===== src/gat_load_counter.sv =====
module gat_load_counter #(
  parameter int LIMIT = 40
) (
  input  logic                     clk,
  input  logic                     rst_n,
  input  logic                     clear_i,
  input  logic                     inc_i,
  output logic [$clog2(LIMIT)-1:0] count_o,
  output logic                     last_o
);

  localparam int CW = $clog2(LIMIT);

  logic [CW-1:0] count_q;
  logic          at_end;

  assign at_end  = (count_q == CW'(LIMIT - 1));
  assign last_o  = inc_i && at_end;
  assign count_o = count_q;

  always_ff @(posedge clk or negedge rst_n) begin
    if (!rst_n) begin
      count_q <= '0;
    end else if (clear_i) begin
      count_q <= '0;
    end else if (inc_i) begin
      // Wrap so the next run starts at entry 0 as well
      if (at_end) begin
        count_q <= '0;
      end else begin
        count_q <= count_q + 1'b1;
      end
    end
  end

endmodule


===== config.mk =====
export PLATFORM = sky130hd
export DESIGN_NAME = gat_load_counter
export DESIGN_NICKNAME = d
export VERILOG_FILES = /design/src/gat_load_counter.sv
export SDC_FILE = /design/constraint.sdc
export NUM_CORES = 1
export LEC_CHECK = 0
export BUFFER_PORTS_ARGS = -buffer_cell sky130_fd_sc_hd__buf_4
export CORE_AREA = 2 2 39 41
export CTS_CLUSTER_SIZE = 24
export DETAILED_ROUTE_END_ITERATION = 8
export DIE_AREA = 0 0 41 43
export GPL_TIMING_DRIVEN = 0
export PLACE_DENSITY = 0.51
export SLEW_MARGIN = 30
export SYNTH_ARGS = -nofsm -noshare
export SYNTH_HDL_FRONTEND = slang
export SYNTH_SLANG_ARGS = --single-unit

===== constraint.sdc =====
create_clock -name clk -period 2.5 [get_ports clk]
set_input_delay 0.375 -clock clk [delete_from_list [all_inputs] [get_ports clk]]
set_output_delay 0.375 -clock clk [all_outputs]
set_load 0.02 [all_outputs]

==> metrics.sh <==
CTS.REPORTEDPATHS.CLKPINSLEW_NS=0.05
IOPINCOUNT=11
DIE-HEIGHT_MICRONS=43
ARRIVAL_NS=1.63
POST_SYNTHESIS_SEQUENTIAL_AREA_RATIO_PCT=45.80
EFFECTIVE_UTILIZATION_AT_FLOORPLAN_PCT=23.69
CLK_PATH_BUF_DEPTH=2
WL_PER_CELL_MICRONS=12.04
TIMING.CRITICAL_PATH.SLOWEST_CELL_DELAY_NS=0.44
FINALWIRELENGTH_MICRONS=674
MAX-VDD-IR-DROP_mV=0.2363
MOSTFREQUENTLAYOUTCELL='sky130_fd_sc_hd__buf_4'
POST_CTS_HOLD_BUFFER_COUNT=1
SYNTH_FP_NETS=32
WORST_HOLD_PATH_TYPE='in2reg'
DIODES=0
NUMCTSBUFFERS=3
CP_SLOWEST_CELL='sky130_fd_sc_hd__dfrtp_1'
ANTENNA_VIOLATIONS_BEFORE_REPAIR=0
CELLLEAKAGEPOWER_nW=0.2061
CTS_SETUP_BUFFERS=0
NUMBER_OF_GLOBAL_ROUTE_VIAS_BEFORE_REPAIR=264
VIAS_PER_CELL=4.607
CELLPOWERDENSITY_mW_PER_MM2=504.4
DP_WORST_SETUP_SLACK_NS=0.7468
LARGEST_REG_FLOPS=6
ROW_COUNT=14
TIMING_MAX_TRANSITION_VIOLATIONS_FINAL=0
SYN-INSTANCE-COUNT=27
NET_COUNT_OF_THE_FINISHED_LAYOUT=47
DR.PASS1.ITERS=1
AVERAGE_CELL_AREA_AFTER_SYNTHESIS_SQ_UM=12.14
CRITPATHLAUNCH='count_o[0]$_DFFE_PN0P_'
CRITICAL_PATH_BUF_INV_COUNT=1
POST-ROUTE-WORST-SETUP-SLACK_NS=0.4956
NETLIST_TOP_CELLS_AREA='sky130_fd_sc_hd__dfrtp_1, sky130_fd_sc_hd__xor2_1, sky130_fd_sc_hd__nor4b_4'
POST-PLACE-CELLS=52
GP_CONGESTION=0.7194
DETAILEDROUTE.FIRSTITERATIONVIOLATIONS=0
ROUTE.ANTENNA.REMAINING_NETS=0
HOLD_VIOLATIONS=0
SLEW_HEADROOM_PCT=78.04
POST_SYNTHESIS_CELL_TYPE_WITH_THE_LARGEST_COMBINED_AREA='sky130_fd_sc_hd__dfrtp_1'
CTS_TREE='yes'
FINAL-INSTANCE-COUNT-EXCL-FILL=56
TRACK_USAGE_PCT=10.69
POSTSYNTHREGISTERBITS=6
POST_DP_CELL_AREA_SQ_UM=415.4
FLOORPLAN.DIE_AREA_SQ_MM=0.001763
CHIPWIDTH_MICRONS=41
REGTOREGSTARTPOINT='count_o[0]$_DFFE_PN0P_'
SETUP_TOTAL_NEGATIVE_SLACK_NS=0
RSZ0062_AT_GRT='false'
DR_TOTAL_VIAS=258
GRT_MAX_DEGREE=7
DETAIL_ROUTE.DRC_VIOLATIONS=0
NUMPORTBUFFERS=9
CRITPATHREQUIREDTIME_NS=2.12
CLOCK-ROOT-BUFFER='sky130_fd_sc_hd__clkbuf_4'
CRIT_FANOUT=4
END_KIND='output pin'
TIMING.SETUP.CRITICAL_PATH_CLASS='reg2out'
CRITICAL_PATH.TOP_DELAY_FAMILY='simple AND/OR/NAND/NOR gates'
NUMCLOCKSINKS=6
TIMING_WORST_SLEW_PIN_VALUE_NS=0.3280
MOST-COMMON-LAYOUT-CELLS='sky130_fd_sc_hd__buf_4, sky130_fd_sc_hd__dfrtp_1, sky130_fd_sc_hd__xor2_1, sky130_fd_sc_hd__nor2_1, sky130_fd_sc_hd__clkbuf_4'
FIN_CRIT_NS=2.004
TOTAL_POWER_AFTER_LAYOUT_mW=0.2259
SYNTH.DISTINCT_CELLS=16
STATUS='completed'
PATH_CELLS='ha_1 -> nand3_1 -> nor4b_4 -> buf_4'
FLOW.AREA_GROWTH_FROM_SYNTHESIS_PCT=36.64
SKEW_FINAL_NS=0.003316
NETLIST_AREA_SQ_UM=327.8
SETUP_VIOLATING_ENDPOINT_COUNT_IN_THE_FINAL_REPORT=0
SYNTH.YOSYS.WARNINGS=0
CLK-INSERTION-DELAY-LATE_NS=0.25
STARTPOINT_TYPE='flip-flop'
TIMING.MAX_CAP.VIOLATIONS=0
CTS_RESIZED=0
CTS_MAX_LEVEL=1
FIN_CRIT_SH_PCT=80.17
MAX_FREQ_MHz=498.9
GRT_FIRST_PASS_WIRELENGTH_MM=1.186
POST_ROUTE_CELLS_DRIVE_ABOVE_1_SHARE_PCT=40.00
SYNTH.TOP_CELL.AREA_SHARE_PCT=45.80
GLOBAL_ROUTE.OVERFLOW_TOTAL=0
HOLDCRITSTARTPOINT='clear_i'
POST-ROUTE-CELL-AREA_SQ_UM=447.9
PLACEABLECOREAREA_SQ_MM=0.001384
## cells in the mapped netlist
library cell	instances
sky130_fd_sc_hd__buf_6	1
sky130_fd_sc_hd__nand2_1	2
sky130_fd_sc_hd__nor4b_4	1
sky130_fd_sc_hd__or3_1	1
sky130_fd_sc_hd__xnor2_1	1
sky130_fd_sc_hd__nand4_4	1
sky130_fd_sc_hd__o21ai_0	1
sky130_fd_sc_hd__a211oi_2	1
sky130_fd_sc_hd__nand4_1	1
sky130_fd_sc_hd__dfrtp_1	6
sky130_fd_sc_hd__nor2_1	3
sky130_fd_sc_hd__xor2_1	3
sky130_fd_sc_hd__ha_1	1
sky130_fd_sc_hd__nand3_1	1
sky130_fd_sc_hd__mux2i_1	1
sky130_fd_sc_hd__nor3_1	2
## cell type report
type	instances	area, sq um
buffer	1	11.26
clock buffer	3	22.52
fill	150	935.9
multi-input combinational	20	166.4
sequential	6	150.1
tap	16	20.02
timing repair buffer	10	77.57
## where the power goes
group          switching, mW  internal (mW)
registers            0.00583          0.101
clock network         0.0369         0.0544
logic                 0.0143         0.0137
total                 0.0571          0.169
## layer usage
layer	wire length [microns]	track usage [%]	vias up
li1	-	-	124
met1	285	12.05	121
met2	324	15.00	9
met3	36	3.141	4
met4	27	10.00	0
met5	0	0	-
## worst reg2reg max path: stages (launching register included)
cell and delay [ns]:
sky130_fd_sc_hd__dfrtp_1 0.44, sky130_fd_sc_hd__ha_1 0.22, sky130_fd_sc_hd__nand3_1 0.12, sky130_fd_sc_hd__nor4b_4 0.38
sky130_fd_sc_hd__nor3_1 0.09
## kinds of logic (layout without fill, tap and decap cells)
family,count (synthesis),count (layout),share of synthesized area [%]
adders and majority gates,1,1,3.816
DFF,6,6,45.80
muxes,1,1,3.054
and+or+nand+nor,12,12,27.86
buffers and inverters,1,14,3.435
xor gates and xnor gates,4,4,10.69
AOI/OAI and AO/OA,2,2,5.341
## stage by stage
step	util (%)	hold slack, ns
after global routing	32.37	0.3440
after detailed placement	30.02	0.1903
after floorplan	-	0.07941
after CTS	32.37	0.3350
after global placement	30.02	0.1874
final	32.37	0.3380
## path summary, 6_finish.rpt
check	to	cells after the start	slack, ns
min in group asynchronous	count_o[2]$_DFFE_PN0P_	2	0.48
max reg2reg	count_o[3]$_DFFE_PN0P_	4	1.11
max	last_o	4	0.50
max in group asynchronous	count_o[5]$_DFFE_PN0P_	2	1.90
min	count_o[1]$_DFFE_PN0P_	2	0.34
min reg2reg	count_o[5]$_DFFE_PN0P_	2	0.61
(Power assumes the default switching activity.)
