### src/gat_macros.svh
`ifndef GAT_MACROS_SVH
`define GAT_MACROS_SVH

// Layer shape
`define GAT_NUM_FEAT_IN   8
`define GAT_NUM_FEAT_OUT  4

// Element widths
`define GAT_DATA_WIDTH    8
`define GAT_WH_WIDTH      19
`define GAT_COEF_WIDTH    32

// W entries, then a_src, then a_dst
`define GAT_WEIGHT_DEPTH  40

// Run length and output buffering
`define GAT_NUM_NODES     16
`define GAT_COEF_DEPTH    16

// LeakyReLU slope for negative inputs
`define GAT_LEAKY_SHIFT   3

`endif

### src/gat_pkg.sv
`include "gat_macros.svh"

package gat_pkg;

  // Feature, weight and attention element
  typedef logic signed [`GAT_DATA_WIDTH-1:0] elem_t;

  // Element 0 sits in the low byte
  typedef elem_t [`GAT_NUM_FEAT_IN-1:0] feat_vec_t;

  // Projected node, one signed slice per output feature
  typedef logic [`GAT_NUM_FEAT_OUT-1:0][`GAT_WH_WIDTH-1:0] wh_vec_t;

  typedef logic signed [`GAT_COEF_WIDTH-1:0] coef_t;

  typedef enum logic [1:0] {
    IDLE  = 2'd0,
    LOAD  = 2'd1,
    RUN   = 2'd2,
    DRAIN = 2'd3
  } ctrl_state_t;

endpackage

### src/gat_attention_score.sv
`include "gat_macros.svh"

module gat_attention_score (
  input  logic                                   clk,
  input  logic                                   rst_n,
  input  logic                                   vld_i,
  input  logic                                   target_i,
  input  gat_pkg::wh_vec_t                       wh_i,
  input  gat_pkg::elem_t [`GAT_NUM_FEAT_OUT-1:0] a_src_i,
  input  gat_pkg::elem_t [`GAT_NUM_FEAT_OUT-1:0] a_dst_i,
  output gat_pkg::coef_t                         coef_o,
  output logic                                   coef_wr_o,
  output logic                                   busy_o
);

  import gat_pkg::*;

  coef_t src_d;
  coef_t dst_d;
  logic  s1_vld;
  logic  s1_target;
  coef_t s1_src;
  coef_t s1_dst;
  coef_t tgt_q;
  coef_t tgt_sel;
  coef_t sum;
  coef_t leaky;

  always_comb begin
    src_d = '0;
    dst_d = '0;
    for (int o = 0; o < `GAT_NUM_FEAT_OUT; o++) begin
      src_d = src_d + $signed(wh_i[o]) * a_src_i[o];
      dst_d = dst_d + $signed(wh_i[o]) * a_dst_i[o];
    end
  end

  // A target node scores against itself
  assign tgt_sel = s1_target ? s1_src : tgt_q;
  assign sum     = tgt_sel + s1_dst;
  assign leaky   = sum[`GAT_COEF_WIDTH-1] ? (sum >>> `GAT_LEAKY_SHIFT) : sum;

  always_ff @(posedge clk or negedge rst_n) begin
    if (!rst_n) begin
      s1_vld    <= 1'b0;
      coef_wr_o <= 1'b0;
      tgt_q     <= '0;
    end else begin
      s1_vld    <= vld_i;
      coef_wr_o <= s1_vld;
      if (s1_vld && s1_target) tgt_q <= s1_src;
    end
  end

  always_ff @(posedge clk) begin
    if (vld_i) begin
      s1_target <= target_i;
      s1_src    <= src_d;
      s1_dst    <= dst_d;
    end
    if (s1_vld) coef_o <= leaky;
  end

  // Projection output counts as the entry of stage one
  assign busy_o = vld_i || s1_vld || coef_wr_o;

endmodule

### config.mk
export PLATFORM = sky130hd
export DESIGN_NAME = gat_attention_score
export DESIGN_NICKNAME = d
export VERILOG_FILES = /design/src/gat_pkg.sv /design/src/gat_attention_score.sv
export VERILOG_INCLUDE_DIRS = /design/src
export SDC_FILE = /design/constraint.sdc
export NUM_CORES = 2
export LEC_CHECK = 0
export BUFFER_PORTS_ARGS = -buffer_cell sky130_fd_sc_hd__buf_2
export CORE_UTILIZATION = 30
export DETAILED_ROUTE_END_ITERATION = 7
export GPL_TIMING_DRIVEN = 0
export PLACE_DENSITY = 0.44
export SKIP_CTS_REPAIR_TIMING = 1
export SYNTH_ARGS = -nofsm -noshare
export SYNTH_HDL_FRONTEND = slang
export SYNTH_SLANG_ARGS = --single-unit
### constraint.sdc
create_clock -name clk -period 3.84 [get_ports clk]
set_input_delay 0.192 -clock clk [delete_from_list [all_inputs] [get_ports clk]]
set_output_delay 0.192 -clock clk [all_outputs]
set_load 0.02 [all_outputs]
==> out/qor.yml <==
detailed_routing:
  antenna_left: 0
  routed-wl-met3_mm: 8.59
  vias: 34660
  firstDrtPassIters: 8
  wire_per_inst_um: 23.7
  wl_met2_mm: 95.1
  drc: 18
  top_layer_used: "met5"
  vias_per_cell: 4.50
  wirelength_mm: 183
  drt_iter0_markers: 2031
  wl_met1_mm: 73.4
finish:
  design_area_mm2: 0.0613
  nFillCells: 16758
  final_nets: 7245
  area_delta_synth_final_pct: 22.6
  layout-drive-gt1-share: 0.202
synth:
  syn_nets: 6908
  avgSynthCellArea_um2: 9.70
  synth-simple-area-share: 0.138
  synth_top_family_by_area: "adder cells"
  synthTopCellsByCount: "1466 x inv_1, 1313 x fa_1, 560 x nand2_1"
  synth_cells: 5157
  synth_compound_area_frac: 0.0324
  synth_edf_count: 93
  synth_top_area_cell: "fa_1"
  yosysSeqAreaShare: 0.0718
  synth_top_cells_by_area: "fa_1 53%, inv_1 11%, ha_1 7.4%, and2_1 6.8%, edfxtp_1 5.6%"
  ys_types: 65
  netlist.area_leader.share: 0.525
  async_flop_share: 0.256
  synth.area.mux_share: 0.0193
  synth_area_mm2: 0.0500
  synth_most_common_cell: "inv_1"
  ys_warn_count: 0
  synth-main-ff-cell: "edfxtp_1"
  synth_fa_ha_area_frac: 0.599
  synth-seq-cells: 125
  synthXorXnorAreaFrac: 0.0158
min_path:
  hold_class: "input pin to register"
flow_run:
  cap_viol_max_count: 0
setup_path:
  crit_type: "input pin to register"
  crit_slowest_cell: "fa_2"
  crit_top_cell: "fa_1"
  startpoint_type: "input pin"
  crit_arrival_ns: 7.47
  required_ns: 3.99
  slowest_delay_ns: 0.66
  worstPathCellList: "buf_16 -> clkinvlp_4 -> buf_8 -> buf_12 -> nor2_4 -> fa_1 -> fa_1 -> fa_2 -> fa_1 -> fa_2 -> fa_1 -> fa_1 -> inv_2 -> fa_2 -> inv_2 -> ha_4 -> and4_4 -> nand2_2 -> o31a_1 -> a211o_4 -> a31oi_4 -> nor4_4 -> a311oi_4"
  cp-end-kind: "register"
  cp_max_fo: 7
placed_design:
  place_area_mm2: 0.0554
  io_buffers: 151
  globalplace.congestion: 0.917
  dp_hpwl_mm: 161
timing:
  slew_headroom: 0.178
  max_freq_mhz: 136
  setup_viol: 54
  finalHoldViolations: 0
  drv_slew: 0
  min_period_ns: 7.33
  final.period_utilization: 1.91
  fin_skew_ns: 0.0106
  rsz0062_at_grt: "yes"
  postLayoutSetupSlackWorst_ns: -3.49
  tightestPinTransition_ns: 1.23
floorplanning:
  rows: 149
  start_util: 0.303
  dieWidth_um: 410
  io_pins: 178
  design.core.area_mm2: 0.165
  fp.dieH_um: 410
  die-area_mm2: 0.168
clocking:
  htree_levels: 4
  root_buffer: "clkbuf_16"
  clkLatencyLatePin_ns: 0.43
  clkSinkCount: 125
  cts_max_path_buffers: 2
  cts_buffers: 17
  cts_tree: "done"
  clk_pin_slew_ns: 0.06
global_route:
  grt_overflow: 0
  grt_start_max_net_pins: 64
  antenna_found_initial: 13
  grt_pass1_wl_mm: 258
  grt_usage: 0.217
  grt_pass1_vias: 36643
outcome:
  status: "finished with violations"
  violations: "design-rule violations, negative setup slack"
-- through the flow --
step | setup slack (ns) | setup TNS, ns | std cells | hold slack (ns) | utilization
2_1_floorplan | -2.64 | -106.76 | 5157 | -0.104 | -
3_3_place_gp | -5.79 | -210.54 | 7497 | 0.338 | 0.335
3_5_place_dp | -5.77 | -208.97 | 7497 | 0.350 | 0.335
4_1_cts | -5.35 | -185.74 | 7529 | -0.112 | 0.339
5_1_grt | -3.75 | -134.10 | 7697 | 0.375 | 0.371
6_report | -3.49 | -126.83 | 7703 | 0.344 | 0.371
-- cell type report --
type	count	area (um^2)	share of cell area
Buffer	178	2770	0.0451
Multi-Input combinational cell	3383	42800	0.698
Sequential cell	125	3590	0.0586
Clock inverter	15	176	0.00288
Inverter	1467	5530	0.0901
Antenna cell	7	17.5	0.000286
Clock buffer	17	425	0.00693
Timing Repair Buffer	322	3300	0.0537
Tap cell	2189	2740	0.0446
-- cells in the final DEF, fill, tap and decap left out, types with 68 or more instances in the layout --
| cell | count |
|---|---|
| edfxtp_1 | 93 |
| inv_1 | 1398 |
| buf_8 | 69 |
| and2_1 | 489 |
| nand2b_1 | 75 |
| buf_4 | 139 |
| buf_12 | 68 |
| buf_6 | 96 |
| nand2_1 | 506 |
| fa_2 | 111 |
| fa_1 | 1202 |
| ha_1 | 225 |
-- state kept, by name, indices dropped and copies added, names as in the netlist --
| register | cells |
|---|---|
| s1_target | 1 |
| s1_dst | 30 |
| coef_wr_o | 1 |
| s1_vld | 1 |
| tgt_q | 30 |
| coef_o | 32 |
| s1_src | 30 |
-- critical path, delay by kind of cell --
family	cells	cell delay, ns
adders and majority gates	9	4.57
AOI/OAI and AO/OA	4	1.63
buffers and inverters	6	0.60
and+or+nand+nor	4	0.44
-- layer usage --
metal | vias to the layer above | GRT usage
met5 | - | 0
met4 | 2 | 0.0536
met3 | 133 | 0.0175
met2 | 761 | 0.395
met1 | 18300 | 0.276
li1 | 15464 | -
-- final timing paths --
| kind | endpoint | from | cells after the start | slack [ns] |
|---|---|---|---|---|
| max | s1_dst[30] | a_dst_i[15] | 23 | -3.49 |
| min | s1_vld | vld_i | 1 | 0.34 |
| max reg2reg | coef_o[10] | s1_target | 14 | 0.07 |
| min reg2reg | tgt_q[20] | tgt_q[20] | 1 | 0.50 |
| max in group asynchronous | tgt_q[30] | rst_n | 2 | 2.90 |
| min in group asynchronous | tgt_q[0] | rst_n | 2 | 0.40 |
-- cells by family after synthesis --
family / after synthesis
fa+ha+maj: 1607
buf+inv: 1649
compound gates: 245
flops: 125
mux: 82
xor+xnor: 90
simple gates: 1359
Power is left out: the tool's default activity adds up to more than one toggle a clock period on the data nets, which glitch-free logic cannot reach.
