File: config.mk
export PLATFORM = sky130hd
export DESIGN_NAME = gat_coef_fifo
export DESIGN_NICKNAME = d
export VERILOG_FILES = /design/src/gat_pkg.sv /design/src/gat_coef_fifo.sv
export VERILOG_INCLUDE_DIRS = /design/src
export SDC_FILE = /design/constraint.sdc
export NUM_CORES = 1
export LEC_CHECK = 0
export ABC_AREA = 0
export ABC_CLOCK_PERIOD_IN_PS = 8370
export BUFFER_PORTS_ARGS = -buffer_cell sky130_fd_sc_hd__buf_2
export CAP_MARGIN = 0
export CORE_ASPECT_RATIO = 0.75
export CORE_MARGIN = 2
export CORE_UTILIZATION = 35
export CTS_CLUSTER_DIAMETER = 120
export CTS_CLUSTER_SIZE = 8
export DETAILED_ROUTE_END_ITERATION = 8
export GPL_TIMING_DRIVEN = 0
export HOLD_SLACK_MARGIN = 0.02
export RECOVER_POWER = 50
export SETUP_SLACK_MARGIN = 0.4
export SYNTH_ARGS = -nofsm -noshare
export SYNTH_HDL_FRONTEND = slang
export SYNTH_SLANG_ARGS = --single-unit
File: constraint.sdc
create_clock -name clk -period 8.37 [get_ports clk]
set_input_delay 0.4185 -clock clk [delete_from_list [all_inputs] [get_ports clk]]
set_output_delay 0.4185 -clock clk [all_outputs]
set_load 0.005 [all_outputs]
File: src/gat_macros.svh
`ifndef GAT_MACROS_SVH
`define GAT_MACROS_SVH

// Layer shape
`define GAT_NUM_FEAT_IN   8
`define GAT_NUM_FEAT_OUT  4

// Element widths
`define GAT_DATA_WIDTH    8
`define GAT_WH_WIDTH      19
`define GAT_COEF_WIDTH    32

// W entries, then a_src, then a_dst
`define GAT_WEIGHT_DEPTH  40

// Run length and output buffering
`define GAT_NUM_NODES     16
`define GAT_COEF_DEPTH    16

// LeakyReLU slope for negative inputs
`define GAT_LEAKY_SHIFT   3

`endif

File: src/gat_pkg.sv
`include "gat_macros.svh"

package gat_pkg;

  // Feature, weight and attention element
  typedef logic signed [`GAT_DATA_WIDTH-1:0] elem_t;

  // Element 0 sits in the low byte
  typedef elem_t [`GAT_NUM_FEAT_IN-1:0] feat_vec_t;

  // Projected node, one signed slice per output feature
  typedef logic [`GAT_NUM_FEAT_OUT-1:0][`GAT_WH_WIDTH-1:0] wh_vec_t;

  typedef logic signed [`GAT_COEF_WIDTH-1:0] coef_t;

  typedef enum logic [1:0] {
    IDLE  = 2'd0,
    LOAD  = 2'd1,
    RUN   = 2'd2,
    DRAIN = 2'd3
  } ctrl_state_t;

endpackage

File: src/gat_coef_fifo.sv
`include "gat_macros.svh"

module gat_coef_fifo #(
  parameter int DEPTH = `GAT_COEF_DEPTH
) (
  input  logic           clk,
  input  logic           rst_n,
  input  logic           wr_i,
  input  gat_pkg::coef_t din_i,
  input  logic           rd_i,
  output gat_pkg::coef_t dout_o,
  output logic           empty_o
);

  import gat_pkg::*;

  localparam int PW = $clog2(DEPTH);
  localparam int CW = $clog2(DEPTH + 1);

  coef_t         mem [DEPTH];
  logic [PW-1:0] wr_ptr;
  logic [PW-1:0] rd_ptr;
  logic [CW-1:0] count;
  logic          full;

  assign empty_o = (count == '0);
  assign full    = (count == CW'(DEPTH));
  // Head is always on the output
  assign dout_o  = mem[rd_ptr];

  always_ff @(posedge clk) begin
    if (wr_i) mem[wr_ptr] <= din_i;
  end

  always_ff @(posedge clk or negedge rst_n) begin
    if (!rst_n) begin
      wr_ptr <= '0;
      rd_ptr <= '0;
      count  <= '0;
    end else begin
      if (wr_i) begin
        wr_ptr <= (wr_ptr == PW'(DEPTH - 1)) ? '0 : wr_ptr + 1'b1;
      end
      if (rd_i) begin
        rd_ptr <= (rd_ptr == PW'(DEPTH - 1)) ? '0 : rd_ptr + 1'b1;
      end
      if (wr_i && !rd_i) begin
        count <= count + 1'b1;
      end else if (rd_i && !wr_i) begin
        count <= count - 1'b1;
      end
    end
  end

  a_no_overflow: assert property (@(posedge clk) disable iff (!rst_n) wr_i |-> !full)
    else $error("coefficient FIFO written while full");

  a_no_underflow: assert property (@(posedge clk) disable iff (!rst_n) rd_i |-> !empty_o)
    else $error("coefficient FIFO read while empty");

endmodule

==> results.json <==
{
  "status": "finished, violations left",
  "cp-startpoint": "rd_ptr[0]",
  "synth.avg_cell_area_um2": 20.8,
  "synth_top_family_by_area": "multiplexers",
  "grt_max_degree": 22,
  "final_cell_mix": "512 x edfxtp_1, 96 x mux4_2, 76 x clkbuf_16, 67 x clkbuf_1, 63 x mux2_2",
  "drv_cap": 1,
  "cts_tree": "built",
  "slew_headroom": -0.0834,
  "first_pass_iters": 5,
  "failed_checks": "max-capacitance violations, max-slew violations",
  "ys_seq_area_frac": 0.765,
  "worst_pin_slew_ps": 1620,
  "ys_types": 31,
  "crit_fanout": 10,
  "vdd_ir_drop_max_mv": 0.161,
  "post_cts_buffers": 0,
  "drt_iter0_markers": 984,
  "cp.required_ps": 7950,
  "fp-row-count": 76,
  "overflow": 0,
  "yosys-mux-area-fraction": 0.142,
  "grt_usage": 0.155,
  "fin_worst_skew_ps": 11.5,
  "io_pins": 69,
  "pwr_density_cell_mw_per_mm2": 322,
  "syn-instance-count": 985,
  "synth_xor_xnor_area_share": 0.00256,
  "critPathMaxStageDelay_ps": 790,
  "antenna_left": 0,
  "antenna_found_initial": 1,
  "setup.worst_path.end_class": "output pin",
  "rsz0062_at_grt": "false",
  "hp-start": "rd_i",
  "fmax_ghz": 0.269,
  "critPathMostFrequentCell": "buf_6",
  "port_buffers": 68,
  "core_area_mm2": 0.0577,
  "viasPerCell": 5.17,
  "cts.sinks": 525,
  "die_width_um": 284,
  "cp.arrival_ps": 3300,
  "wirelength_um": 46300,
  "area_growth_pct": 18.5,
  "cellLeakagePower_nw": 7.77,
  "gp_congestion": 0.728,
  "clk_pin_slew_ps": 50,
  "syn-num-nets": 1031,
  "fillers": 5031,
  "die_y_um": 214,
  "synth_compound_area_frac": 0.0413,
  "critPathKind": "reg -> out",
  "layout_commonest_cell": "edfxtp_1",
  "clock_path_buffers": 3,
  "start_util": 0.356,
  "finalCriticalPeriod_ps": 3710,
  "drv_slew": 12,
  "post_cts_resized": 0,
  "finalHoldViolCount": 0,
  "synth-adder-area-share": 0.00646,
  "clk_latency_ps": 580,
  "synth_warnings": 0,
  "root_buffer": "clkbuf_16",
  "r2r-start": "wr_ptr[2]",
  "place.detailed.hpwl_um": 30100,
  "ys_ff_latch": 525,
  "setup_viol": 0,
  "wire_per_inst_um": 23.7,
  "finalCritPeriodShare": 0.444,
  "syn_area_mm2": 0.0205,
  "cp-start-kind": "flip-flop",
  "synth-simple-area-share": 0.0193,
  "crit_path_cell_trace": "buf_6, clkbuf_1, buf_6, mux4_2, a221o_1, buf_2",
  "setup_tns_ps": 0,
  "slowest_stage": "clkbuf_1",
  "drcViolationCount": 0,
  "cts_buffers": 75,
  "drive_gt1_frac": 0.291,
  "fp.dieArea_mm2": 0.0606,
  "min_path_type": "in -> reg",
  "grt_pass1_vias": 10394,
  "nets": 1202,
  "htree_levels": 3,
  "grt_pass1_wl_um": 68800,
  "vias": 10079,
  "post-route-util": 0.421
}
## cell type report
class | instances | area (um^2) | area share
Tap cell | 780 | 976 | 0.0401
Multi-Input combinational cell | 368 | 4430 | 0.182
Antenna cell | 1 | 2.50 | 0.000103
Timing Repair Buffer | 94 | 741 | 0.0305
Sequential cell | 525 | 15700 | 0.646
Buffer | 53 | 322 | 0.0132
Clock buffer | 83 | 1930 | 0.0793
Inverter | 39 | 146 | 0.00602
Clock inverter | 7 | 65.1 | 0.00268
## final timing paths
| path | endpoint | slack (ps) | cells after the start |
|---|---|---|---|
| setup / recovery | dout_o[21] | 4660 | 6 |
| hold / removal | rd_ptr[2] | 180 | 3 |
| setup reg to reg | mem[3][21] | 5600 | 4 |
| hold reg to reg | count[4] | 480 | 1 |
| max in group asynchronous | rd_ptr[0] | 7450 | 2 |
| min in group asynchronous | wr_ptr[3] | 440 | 2 |
## critical path: cells and delay by family, from the launching register on
family	cells	cell delay (ps)
DFF	1	390
buffers and inverters	4	1430
muxes	1	540
AOI/OAI and AO/OA	1	330
## cell usage after synthesis
cell type	number	share of area
o21ai_0	17	0.0041
nor3_1	3	0.00073
buf_4	3	0.0011
a21oi_1	4	0.00098
mux2_1	3	0.0016
buf_6	14	0.0077
clkbuf_1	24	0.0044
o21ai_1	24	0.0059
o221ai_1	32	0.014
a21o_1	2	0.00073
nand2_1	15	0.0027
edfxtp_1	512	0.75
buf_2	12	0.0029
or4_1	1	0.00037
fa_1	1	0.00098
mux2_2	63	0.035
nand3_1	3	0.00073
clkinv_1	10	0.0018
a221o_1	32	0.016
mux4_2	96	0.11
inv_1	29	0.0053
nand2b_1	5	0.0015
a31oi_1	1	0.00031
dfrtp_1	13	0.016
mux2i_1	1	0.00049
xor2_1	2	0.00085
nor2b_1	32	0.0098
ha_1	9	0.0055
nand4_1	1	0.00031
nor2_1	17	0.0031
xnor2_1	4	0.0017
## layer usage
layer | vias up | share of wire | global-route usage
met3 | 76 | 0.062 | 0.0340
met1 | 5316 | 0.46 | 0.220
li1 | 4382 | - | -
met2 | 305 | 0.46 | 0.243
met5 | - | 0 | 0
met4 | 0 | 0.018 | 0.0427
## stage by stage
| stage | setup slack [ps] | hold slack, ps | std cells | area [um^2] | power, mW |
|---|---|---|---|---|---|
| floorplan | 4880 | 123 | 985 | 20500 | 4.46 |
| CTS | 4800 | 131 | 1949 | 24400 | 7.95 |
| finish | 4660 | 183 | 1950 | 24300 | 7.84 |
| detailed placement | 5430 | 336 | 1858 | 22400 | 5.30 |
| global route | 4500 | 184 | 1949 | 24300 | 8.18 |
| global placement | 1790 | 332 | 1833 | 21800 | 5.20 |
## what timing repair did
| action | CTS | global route |
|---|---|---|
| endpoints found under the hold margin | 13 | 0 |
| hold buffers | 1 | 0 |
| endpoints found under the setup margin | 0 | 0 |
## cell families (layout without fill, tap and decap cells)
family          count (synthesis)  after routing
compound gates                112            112
xor+xnor                        6              6
fa+ha+maj                      10             10
buf+inv                        92            276
flops                         525            525
mux                           163            163
other cells                     0              1
simple gates                   77             77
## registers in the layout, indices dropped and copies added (netlist names)
register	count
count	5
wr_ptr	4
rd_ptr	4
mem	512
## where the power goes
group | internal (mW) | switching (mW)
clock network | 1.61 | 1.03
logic | 0.856 | 1.16
registers | 3.13 | 0.0591
No activity file was read; power rests on OpenSTA's default activity.
