`src/gat_macros.svh`:
```
`ifndef GAT_MACROS_SVH
`define GAT_MACROS_SVH

// Layer shape
`define GAT_NUM_FEAT_IN   8
`define GAT_NUM_FEAT_OUT  4

// Element widths
`define GAT_DATA_WIDTH    8
`define GAT_WH_WIDTH      19
`define GAT_COEF_WIDTH    32

// W entries, then a_src, then a_dst
`define GAT_WEIGHT_DEPTH  40

// Run length and output buffering
`define GAT_NUM_NODES     16
`define GAT_COEF_DEPTH    16

// LeakyReLU slope for negative inputs
`define GAT_LEAKY_SHIFT   3

`endif

```
`src/gat_pkg.sv`:
```
`include "gat_macros.svh"

package gat_pkg;

  // Feature, weight and attention element
  typedef logic signed [`GAT_DATA_WIDTH-1:0] elem_t;

  // Element 0 sits in the low byte
  typedef elem_t [`GAT_NUM_FEAT_IN-1:0] feat_vec_t;

  // Projected node, one signed slice per output feature
  typedef logic [`GAT_NUM_FEAT_OUT-1:0][`GAT_WH_WIDTH-1:0] wh_vec_t;

  typedef logic signed [`GAT_COEF_WIDTH-1:0] coef_t;

  typedef enum logic [1:0] {
    IDLE  = 2'd0,
    LOAD  = 2'd1,
    RUN   = 2'd2,
    DRAIN = 2'd3
  } ctrl_state_t;

endpackage

```
`src/gat_layer_ctrl.sv`:
```
module gat_layer_ctrl (
  input  logic clk,
  input  logic rst_n,
  input  logic start_i,
  input  logic wgt_vld_i,
  input  logic node_vld_i,
  input  logic wgt_last_i,
  input  logic node_last_i,
  input  logic pipe_busy_i,
  output logic wgt_inc_o,
  output logic node_inc_o,
  output logic cnt_clear_o,
  output logic ready_o,
  output logic done_o
);

  import gat_pkg::*;

  ctrl_state_t state;
  ctrl_state_t state_nxt;

  // Strobes count only in their own phase
  assign cnt_clear_o = (state == IDLE) && start_i;
  assign wgt_inc_o   = (state == LOAD) && wgt_vld_i;
  assign node_inc_o  = (state == RUN) && node_vld_i;
  assign ready_o     = (state == RUN);
  assign done_o      = (state == DRAIN) && !pipe_busy_i;

  always_comb begin
    state_nxt = state;
    unique case (state)
      IDLE: begin
        if (start_i) state_nxt = LOAD;
      end
      LOAD: begin
        if (wgt_last_i) state_nxt = RUN;
      end
      RUN: begin
        if (node_last_i) state_nxt = DRAIN;
      end
      DRAIN: begin
        // Wait for the last coefficient to reach the FIFO
        if (!pipe_busy_i) state_nxt = IDLE;
      end
      default: state_nxt = IDLE;
    endcase
  end

  always_ff @(posedge clk or negedge rst_n) begin
    if (!rst_n) begin
      state <= IDLE;
    end else begin
      state <= state_nxt;
    end
  end

  // At most three nodes are in flight when DRAIN begins
  a_drain_bounded: assert property (@(posedge clk) disable iff (!rst_n)
    $rose(state == DRAIN) |-> ##[0:3] done_o)
    else $error("pipeline still busy three cycles after entering DRAIN");

endmodule

```
`config.mk`:
```
export PLATFORM = sky130hd
export DESIGN_NAME = gat_layer_ctrl
export DESIGN_NICKNAME = d
export VERILOG_FILES = /design/src/gat_pkg.sv /design/src/gat_layer_ctrl.sv
export VERILOG_INCLUDE_DIRS = /design/src
export SDC_FILE = /design/constraint.sdc
export NUM_CORES = 1
export LEC_CHECK = 0
export ABC_CLOCK_PERIOD_IN_PS = 1300
export BUFFER_PORTS_ARGS = -buffer_cell sky130_fd_sc_hd__buf_4
export CORE_AREA = 5 5 42 44
export CTS_CLUSTER_DIAMETER = 120
export DETAILED_ROUTE_END_ITERATION = 12
export DIE_AREA = 0 0 47 49
export PLACE_DENSITY = 0.41
export SYNTH_ARGS = -nofsm -noshare
export SYNTH_HDL_FRONTEND = slang
export SYNTH_SLANG_ARGS = --single-unit
```
`constraint.sdc`:
```
create_clock -name clk -period 1.3 [get_ports clk]
set_input_delay 0.065 -clock clk [delete_from_list [all_inputs] [get_ports clk]]
set_output_delay 0.065 -clock clk [all_outputs]
set_load 0.01 [all_outputs]
```
==> impl_summary.txt, run 1 <==
----------------------------------------------------
[STA]
  RSZ-0062 raised after global routing ... true
  Final number of hold-violating endpoints ... 0
  Worst slew slack as a fraction of its limit ... between 80 and 90%
  Final worst hold slack ... around 0.16 ns
  Upper clock frequency limit ... ~750 MHz
  Count of endpoints failing setup in the final report ... 3
  Worst path setup slack after routing ... -0.0357 ns
  Slew at the pin closest to its max-slew limit ... 0.188 ns
  Maximum clock skew at final layout ... approximately 0.0046 ns
  Minimum period implied by the final worst setup slack ... 1.34 ns
  Total negative slack for setup checks ... -0.0988 ns
  Count of pins over their slew limit ... 0
  Share of the clock period used by the worst path after layout ... 103%

[Synth]
  Synth top area share ... 27.9%
  Number of synthesized flops with an enable pin ... 0
  Most used standard cells in the synthesized netlist ... ha_1 (5), and2_1 (2), dfrtp_1 (2), inv_1 (2)
  Most used flip-flop cell after synthesis ... dfrtp_1
  Leading area contributor after synthesis ... ha_1
  Number of synthesized register bits ... 2
  Post-synthesis average cell area ... about 11 µm²
  Yosys warning total ... 0
  Top cells by area in the synthesized netlist ... ha_1 (28%), dfrtp_1 (22%), o2111ai_4 (12%)
  Proportion of synthesized chip area in sequential cells ... 22.3%
  Post-synth design cell area ... 224 µm²
  Most numerous cell in the Yosys netlist ... ha_1
  Fraction of registers with async set/reset ... 100%
  Count of distinct cell types in the synthesized netlist ... 14
  Syn_nets ... 34
  Gate count of the mapped netlist ... 21

[Outcome]
  Violated checks ... setup timing
  Result of the run ... finished with violations

[Finish]
  Fill count ... roughly 150
  Flip-flop count of the largest register after layout ... 2
  Register with the highest flop count ... state
  Area grow syn2layout ... 103%
  Core occupancy in the finished layout ... around a third
  Fraction of final layout cells with drive strength greater than 1 ... between 70% and 80%
  Number of nets in the layout ... between 50 and 60
  Antenna diode count ... 0
  Filler-free cell count of the finished design ... 60
  Largest registers ... state x2

[Route]
  DR iter-0 viols ... 0
  Vias after detailed routing ... between 200 and 250
  Number of DRC violations after detailed routing ... 0
  Vias per std cell ... around 3.7
  Number of optimization iterations in the first detailed-route pass ... 1
  Antenna-violating nets left ... 0
  Post-Route WL ... between 500 and 600 µm
  Detailed-route wire length per cell ... about 10 µm

[Flow run]
  Max cap viols ... 0

[Floorplanning]
  Horizontal die dimension ... around 47 µm
  Core Region ... 1400 µm²
  Starting utilization of the core area ... ~16%
  Die height ... a little under 50 µm
  Die ar. ... 2300 µm²
  I/O pin cnt ... 13
  Standard-cell row count ... 14

[Setup path]
  Crit end category ... register
  Critical path class ... register to register
  Data required time at the worst endpoint ... about 1.4 ns
  Slowest Stage Delay on Critical Path ... 0.40 ns
  Critical path's slowest cell ... dfrtp_1
  Series of cell instances along the critical path ... inv_2 -> ha_4 -> inv_2 -> o2111ai_4 -> mux2_4
  Peak fanout along the critical path ... 3
  Critical path's most frequent cell ... inv_2
  Arrival @ worst endpoint ... around 1.4 ns
  Worst Setup Start Kind ... register

[Global route]
  Via count of the first global-routing pass ... around 230
  Number of antenna violations at the first check in global routing ... 0
  Tot GR Track Use ... a little over 5%
  Pin count of the biggest net entering global routing ... 5
  Remaining global-route overflow ... 0
  First-pass GRT wire length ... 807 µm

[Clock network]
  Number of CTS-inserted buffers ... 3
  Sinks on the clock net ... 2
  Clock buffer depth ... 2
  Reg clk slew, reported paths ... roughly 0.030 ns
  Level count of the clock H-tree ... 1
  Clock Tree Root ... clkbuf_4
  TritonCTS clock tree ... yes
  Latest clock arrival within the worst-skew pair ... approximately 0.22 ns

[Pwr]
  Max rail drop VDD ... ~890 µV
  Total power divided by cell area ... 2310 nW/µm²
  Standby leakage power ... about 0.22 nW

[Hold path]
  Type of the most critical hold path ... primary input to async pin

[Placed design]
  Placer's final routability congestion estimate ... 0.670
  Worst slack after detailed placement ... -0.0458 ns
  Placed cell count ... 54
  Count of input and output buffers ... 12
  HPWL reported at the end of detailed placement ... between 400 and 500 µm

----------------------------------------------------
[per-stage QoR]
| step | total power (W) | cell area (µm²) |
|---|---|---|
| after CTS | 0.00102 | 443 |
| after detailed placement | 0.000792 | 384 |
| after global placement | 0.000775 | 384 |
| after global routing | 0.00114 | 454 |
| after floorplan | 0.000513 | 236 |
| final | 0.00105 | 454 |
[worst paths after layout]
path,start,to,slack [ns],depth (start not counted)
max in group asynchronous,rst_n,state[1],1.05,2
min in group clk,pipe_busy_i,state[1],0.31,4
max,state[0],state[1],-0.04,5
max reg2reg,state[0],state[1],-0.04,5
min,rst_n,state[0],0.16,2
min reg2reg,state[1],state[1],0.62,1
[layout make-up]
class / count / area, µm² / share of cell area (%)
tap: 16 / 20.0 / 4.41
sequential: 2 / 50.0 / 11.0
timing repair buffer: 20 / 164 / 36.1
clock buffer: 3 / 22.5 / 4.96
inverter: 3 / 11.3 / 2.48
multi-input combinational: 16 / 186 / 41.0
[critical path, delay by kind of cell (launching register included)]
| family | cells | cell delay, ns |
|---|---|---|
| adder cells (fa/ha/maj) | 1 | 0.15 |
| AO/OA/AOI/OAI | 1 | 0.19 |
| flip-flops | 1 | 0.40 |
| multiplexers | 1 | 0.32 |
| buffers and inverters | 2 | 0.15 |
[power breakdown]
part | switching (W) | internal [W] | total (W)
Clock | 0.0000334 | 0.000102 | 0.000135
Combinational | 0.000297 | 0.000477 | 0.000774
Sequential | 0.0000405 | 0.0000991 | 0.000140
[cell families after synthesis]
| group | Yosys count | share of synthesized area, % |
|---|---|---|
| flip-flops | 2 | 22.3 |
| AO/OA/AOI/OAI | 1 | 11.7 |
| multiplexers | 2 | 11.2 |
| AND/OR/NAND/NOR | 8 | 21.8 |
| buffers and inverters | 3 | 5.03 |
| adder cells (fa/ha/maj) | 5 | 27.9 |
[per-layer routing]
metal	wire length (µm)	part of all wire, %	GRT usage (%)
met1	208	35	4.18
met2	318	53	8.82
met3	68	11	1.11
met4	0	0	5.53
met5	0	0	0
[placed cells by master (no fill, tap or decap)]
cell type,instances
and2_2,1
ha_2,2
mux2i_2,1
buf_6,3
ha_1,2
dlygate4sd3_1,1
mux2_4,1
ha_4,1
nand2_1,1
nor2b_1,1
dfrtp_1,2
o2111ai_4,1
inv_2,3
nand2b_1,1
buf_4,16
clkbuf_4,3
nand2b_2,1
and2_1,1
and2_4,1
nor2_1,1
[timing repair]
action / 4_1_cts / 5_1_grt
gates resized for setup: 7 / 1
gates cloned: 0 / 0
hold buffers: 1 / 0
endpoints found under the hold margin: 2 / 0
buffers inserted: 1 / 1
endpoints found under the setup margin: 3 / 4
Power figures use the tool's default switching activity.
==> run 2, diff against run 1 <==
- CTS_BUF_LIST: default -> sky130_fd_sc_hd__clkbuf_4
- PLACE_DENSITY: 0.41 -> default
==> run 2 against run 1 <==
The flow still finishes with violations (setup timing). Die area unchanged. Cell count unchanged. Fmax up 1.3%. First-iteration DRC count unchanged. Sequential share of layout area about the same. Via count down 0.45%. Flip-flop and latch count unchanged. Register-to-register slack better by 0.02 ns. Utilization down 0.089 points. Combinational power down 4.9%. Critical endpoint is now node_inc_o. Largest power group unchanged.
==> impl_summary.txt, run 2 (same netlist as run 1, synthesis figures left out) <==
----------------------------------------------------
[Pwr]
  Internal portion of total power ... about 0.00066 W
  Fraction of power spent switching nets ... 34.3%
  Total power divided by cell area ... about 2200 nW/µm²
  Combinational group share of total power ... between 70% and 80%
  Psw ... about 0.00034 W
  Max rail drop VDD ... 663 µV
  Standby leakage power ... between 0.2 and 0.25 nW
  Clock Power Share ... about an eighth
  Part of the total power dissipated in sequential elements ... around 14%

[STA]
  Share of the clock period used by the worst path after layout ... 101%
  Maximum clock skew at final layout ... 0.000484 ns
  Slew at the pin closest to its max-slew limit ... just under 0.2 ns
  Worst path setup slack after routing ... -0.0181 ns
  Total negative slack for setup checks ... -0.0343 ns
  Upper clock frequency limit ... roughly 760 MHz
  RSZ-0062 raised after global routing ... true
  Worst slew slack as a fraction of its limit ... 86.9%
  Count of endpoints failing setup in the final report ... 2
  Minimum period implied by the final worst setup slack ... about 1.3 ns
  Count of pins over their slew limit ... 0
  Final number of hold-violating endpoints ... 0

[Placed design]
  Worst slack after detailed placement ... -0.0217 ns
  Placed cell count ... 54
  HPWL reported at the end of detailed placement ... between 400 and 500 µm
  Placer's final routability congestion estimate ... about 0.63
  Count of input and output buffers ... 12
  Placed cell areas ... a little under 400 µm²

[Flow run]
  Max cap viols ... 0

[Finish]
  Register with the highest flop count ... state
  Largest registers ... state x2
  Filler-free cell count of the finished design ... 60
  Number of nets in the layout ... 59
  Design Area, Final ... 453 µm²
  Fraction of final layout cells with drive strength greater than 1 ... between 70 and 80%
  Area grow syn2layout ... 102%
  Antenna diode count ... 0
  Fill count ... ~160
  Most common library cell in the layout ignoring fill and taps ... buf_4
  Core occupancy in the finished layout ... about 32%
  Flip-flop count of the largest register after layout ... 2
  Commonest cells after routing, fill and taps aside ... buf_4 (16), inv_2 (3), clkbuf_4 (3), buf_6 (3)

[Floorplanning]
  Horizontal die dimension ... 47 µm
  Core Region ... 1400 µm²
  Die height ... roughly 50 µm
  I/O pin cnt ... 13
  Die ar. ... 2300 µm²
  Starting utilization of the core area ... between 10% and 20%
  Standard-cell row count ... 14

[Setup path]
  Data required time at the worst endpoint ... around 1.2 ns
  Arrival @ worst endpoint ... roughly 1.3 ns
  Crit end category ... output pin
  Peak fanout along the critical path ... 4
  Worst Setup Start Kind ... register
  Critical path class ... register to output pin

[Global route]
  Number of antenna violations at the first check in global routing ... 0
  Remaining global-route overflow ... 0
  First-pass GRT wire length ... between 700 and 800 µm
  Pin count of the biggest net entering global routing ... 5
  Via count of the first global-routing pass ... 200
  Tot GR Track Use ... 4.86%

[Clock network]
  Level count of the clock H-tree ... 1
  Clock Tree Root ... clkbuf_4
  Reg clk slew, reported paths ... around 0.03 ns
  Latest clock arrival within the worst-skew pair ... approximately 0.22 ns
  TritonCTS clock tree ... yes
  Clock buffer depth ... 2
  Sinks on the clock net ... 2
  Number of CTS-inserted buffers ... 3

[Outcome]
  Violated checks ... setup timing
  Result of the run ... finished with violations

[Route]
  Post-Route WL ... 489 µm
  Vias after detailed routing ... approximately 220
  Vias per std cell ... between 3 and 4
  Number of DRC violations after detailed routing ... 0
  DR iter-0 viols ... 0
  Number of optimization iterations in the first detailed-route pass ... 1
  Antenna-violating nets left ... 0
  Detailed-route wire length per cell ... slightly above 8 µm

[Hold path]
  Type of the most critical hold path ... primary input to async pin

----------------------------------------------------
[run 2: changes by cell type in the layout (fill, tap and decap cells not counted)]
| cell | previous run | this run |
|---|---|---|
| nand2_2 | 0 | 1 |
| nand2_1 | 1 | 0 |
| mux2i_2 | 1 | 0 |
| mux2i_1 | 0 | 1 |
[run 2: metal layers]
metal  routed length (µm)  track usage (%)
met1                  128             3.95
met2                  292             7.24
met3                   68             3.69
met5                    0                0
met4                    0             4.15
[run 2: cell type report]
class / count / area (µm²) / area share, %
clock buffer: 3 / 22.5 / 4.97
inverter: 3 / 11.3 / 2.49
multi-input combinational: 16 / 185 / 40.9
sequential: 2 / 50.0 / 11.0
tap: 16 / 20.0 / 4.42
timing repair buffer: 20 / 164 / 36.2
[run 2: what timing repair did]
action                     in CTS  in global routing
buffers inserted                0                  2
hold endpoints to repair        2                  0
resized for setup               5                  3
setup endpoints to repair       3                  4
hold buffers                    1                  0
[run 2: worst paths after layout]
kind / start / endpoint / slack [ns] / depth (start not counted)
max in group asynchronous: rst_n / state[0] / 1.04 / 2
worst max register to register: state[0] / state[1] / -0.02 / 5
worst min register to register: state[1] / state[1] / 0.60 / 1
worst min-delay path: rst_n / state[1] / 0.17 / 2
worst max-delay path: state[1] / node_inc_o / -0.02 / 5
min in group clk: pipe_busy_i / state[1] / 0.28 / 4
[run 2: per-stage QoR]
step	total power [W]	hold slack, ns
floorplan	0.000513	-0.231
global placement	0.000770	-0.152
detailed placement	0.000777	-0.150
CTS	0.000970	0.165
global route	0.00110	0.187
finish	0.00100	0.169
[run 2: worst max-delay path, stage by stage (launching register included)]
cell     delay, ns
dfrtp_1       0.41
buf_6         0.14
ha_4          0.15
buf_6         0.11
and2_4        0.12
buf_6         0.11
[run 2: power by group through the flow]
| stage | clock [W] | sequential (W) | combinational (W) |
|---|---|---|---|
| detailed placement | 0 | 0.000132 | 0.000646 |
| global placement | 0 | 0.000131 | 0.000639 |
| finish | 0.000131 | 0.000136 | 0.000736 |
| floorplan | 0 | 0.000133 | 0.000380 |
| global route | 0.000149 | 0.000142 | 0.000812 |
| CTS | 0.000140 | 0.000137 | 0.000694 |
==> run 3, diff against run 2 <==
- CELL_PAD_IN_SITES_DETAIL_PLACEMENT: default -> 1
- CELL_PAD_IN_SITES_GLOBAL_PLACEMENT: default -> 1
- PLACE_DENSITY_LB_ADDON: default -> 0.1
==> run 3 against run 2 <==
The flow still finishes with violations (setup timing). Critical path depth did not move. Utilization decreased by 0.89 points. First-iteration DRC count did not move. Final area fell by 2.8%. Clock skew barely moved. Count of clock-buffer cells in the layout unchanged. Largest power group unchanged.
==> impl_summary.txt, run 3 (same netlist as run 1, synthesis figures left out) <==
----------------------------------------------------
[Route]
  Vias after detailed routing ... 210
  Detailed-route wire length per cell ... between 9 and 10 µm
  Post-Route WL ... 551 µm
  Antenna-violating nets left ... 0
  Number of optimization iterations in the first detailed-route pass ... 1
  Number of DRC violations after detailed routing ... 0
  Vias per std cell ... between 3 and 4
  DR iter-0 viols ... 0

[Outcome]
  Violated checks ... setup timing
  Result of the run ... finished with violations

[Finish]
  Filler-free cell count of the finished design ... 59
  Antenna diode count ... 0
  Most common library cell in the layout ignoring fill and taps ... buf_4
  Core occupancy in the finished layout ... 31.4%
  Number of nets in the layout ... between 50 and 60
  Commonest cells after routing, fill and taps aside ... buf_4 (15), inv_2 (3), ha_1 (3), clkbuf_4 (3), buf_6 (3)
  Flip-flop count of the largest register after layout ... 2
  Register with the highest flop count ... state
  Area grow syn2layout ... 96.6%
  Largest registers ... state x2
  Fraction of final layout cells with drive strength greater than 1 ... 72.1%

[Floorplanning]
  Horizontal die dimension ... 47 µm
  Standard-cell row count ... 14
  Starting utilization of the core area ... roughly 16%
  Core Region ... approximately 1400 µm²
  I/O pin cnt ... 13
  Die ar. ... around 2300 µm²
  Die height ... approximately 49 µm

[Hold path]
  Type of the most critical hold path ... primary input to async pin

[Placed design]
  Placed cell count ... between 50 and 60
  Count of input and output buffers ... 12
  HPWL reported at the end of detailed placement ... about 470 µm
  Placer's final routability congestion estimate ... roughly 0.66

[Setup path]
  Peak fanout along the critical path ... 3
  Endpoint of the most critical register-to-register path ... state[1]
  Path depth of the worst reg2reg path ... 5
  Arrival @ worst endpoint ... about 1.4 ns
  Crit Reg-Reg Startpoint ... state[0]
  Worst Setup Start Kind ... register
  Register-to-Register Setup Slack ... -0.04 ns
  Crit end category ... register
  Critical path class ... register to register
  Data required time at the worst endpoint ... around 1.4 ns

[STA]
  RSZ-0062 raised after global routing ... true
  Minimum period implied by the final worst setup slack ... 1.34 ns
  Count of pins over their slew limit ... 0
  Slew at the pin closest to its max-slew limit ... roughly 0.21 ns
  Final worst hold slack ... ~0.17 ns
  Worst path setup slack after routing ... -0.0360 ns
  Upper clock frequency limit ... roughly 750 MHz
  Final number of hold-violating endpoints ... 0
  Maximum clock skew at final layout ... between 0.00004 and 0.00005 ns
  Total negative slack for setup checks ... -0.0517 ns
  Worst slew slack as a fraction of its limit ... 85.9%
  Count of endpoints failing setup in the final report ... 2
  Share of the clock period used by the worst path after layout ... 103%

[Pwr]
  Standby leakage power ... roughly 0.22 nW
  Total power divided by cell area ... around 2200 nW/µm²
  Max rail drop VDD ... around 710 µV
  PnR Total Power ... about 0.00099 W

[Clock network]
  Clock buffer depth ... 2
  TritonCTS clock tree ... yes
  Latest clock arrival within the worst-skew pair ... 0.22 ns
  Clock Tree Root ... clkbuf_4
  Level count of the clock H-tree ... 1
  Reg clk slew, reported paths ... ~0.03 ns
  Number of CTS-inserted buffers ... 3
  Sinks on the clock net ... 2

[Global route]
  First-pass GRT wire length ... between 800 and 900 µm
  Via count of the first global-routing pass ... around 230
  Number of antenna violations at the first check in global routing ... 0
  Remaining global-route overflow ... 0
  Tot GR Track Use ... 5.49%
  Pin count of the biggest net entering global routing ... 4

[Flow run]
  Max cap viols ... 0

----------------------------------------------------
## run 3: changes by cell type in the layout (fill, tap and decap cells not counted), sizes merged
cell  previous run  this run
buf             19        18
## run 3: repair_timing
action                     in CTS  in global routing
gates resized for setup         6                  0
setup endpoints to repair       2                  3
hold buffers                    1                  0
hold endpoints to repair        2                  0
setup buffers                   0                  2
## run 3: routing by layer
layer / up-vias / share of wire (%) / GRT usage [%] / wire length, µm
li1: 111 / - / - / -
met1: 91 / 38 / 5.91 / 212
met2: 8 / 48 / 7.92 / 265
met3: 0 / 13 / 2.58 / 72
met4: 0 / 0 / 4.15 / 0
met5: - / 0 / 0 / 0
## run 3: report_power, final
| part | total, W | internal, W | switching [W] |
|---|---|---|---|
| clock | 0.000134 | 0.000102 | 0.0000329 |
| sequential | 0.000133 | 0.0000992 | 0.0000341 |
| combinational | 0.000722 | 0.000435 | 0.000287 |
| total | 0.000990 | 0.000636 | 0.000354 |
## run 3: through the flow
stage / instance area (µm²) / setup slack (ns)
floorplan: 236 / -0.0174
global placement: 377 / -0.0388
detailed placement: 377 / -0.0462
CTS: 425 / -0.0531
global route: 440 / -0.0887
finish: 440 / -0.0360
## run 3: cell type report
class	instances	area [µm²]
Timing Repair Buffer	19	156
Tap cell	16	20.0
Clock buffer	3	22.5
Sequential cell	2	50.0
Inverter	3	11.3
Multi-Input combinational cell	16	180
Fill cell	170	961
## run 3: worst max path at each step
stage                         from  endpoint  cells past startpoint
after detailed placement  state[0]  state[1]                      5
after global placement    state[0]  state[1]                      5
after global routing      state[0]  state[1]                      5
after floorplan           state[0]  state[1]                      5
final                     state[0]  state[1]                      5
after CTS                 state[0]  state[1]                      5
## run 3: critical path: stages (launching register included)
cell and delay, ns:
dfrtp_1 0.39, inv_2 0.11, ha_4 0.15, inv_2 0.04
o2111ai_4 0.20, mux2_4 0.32
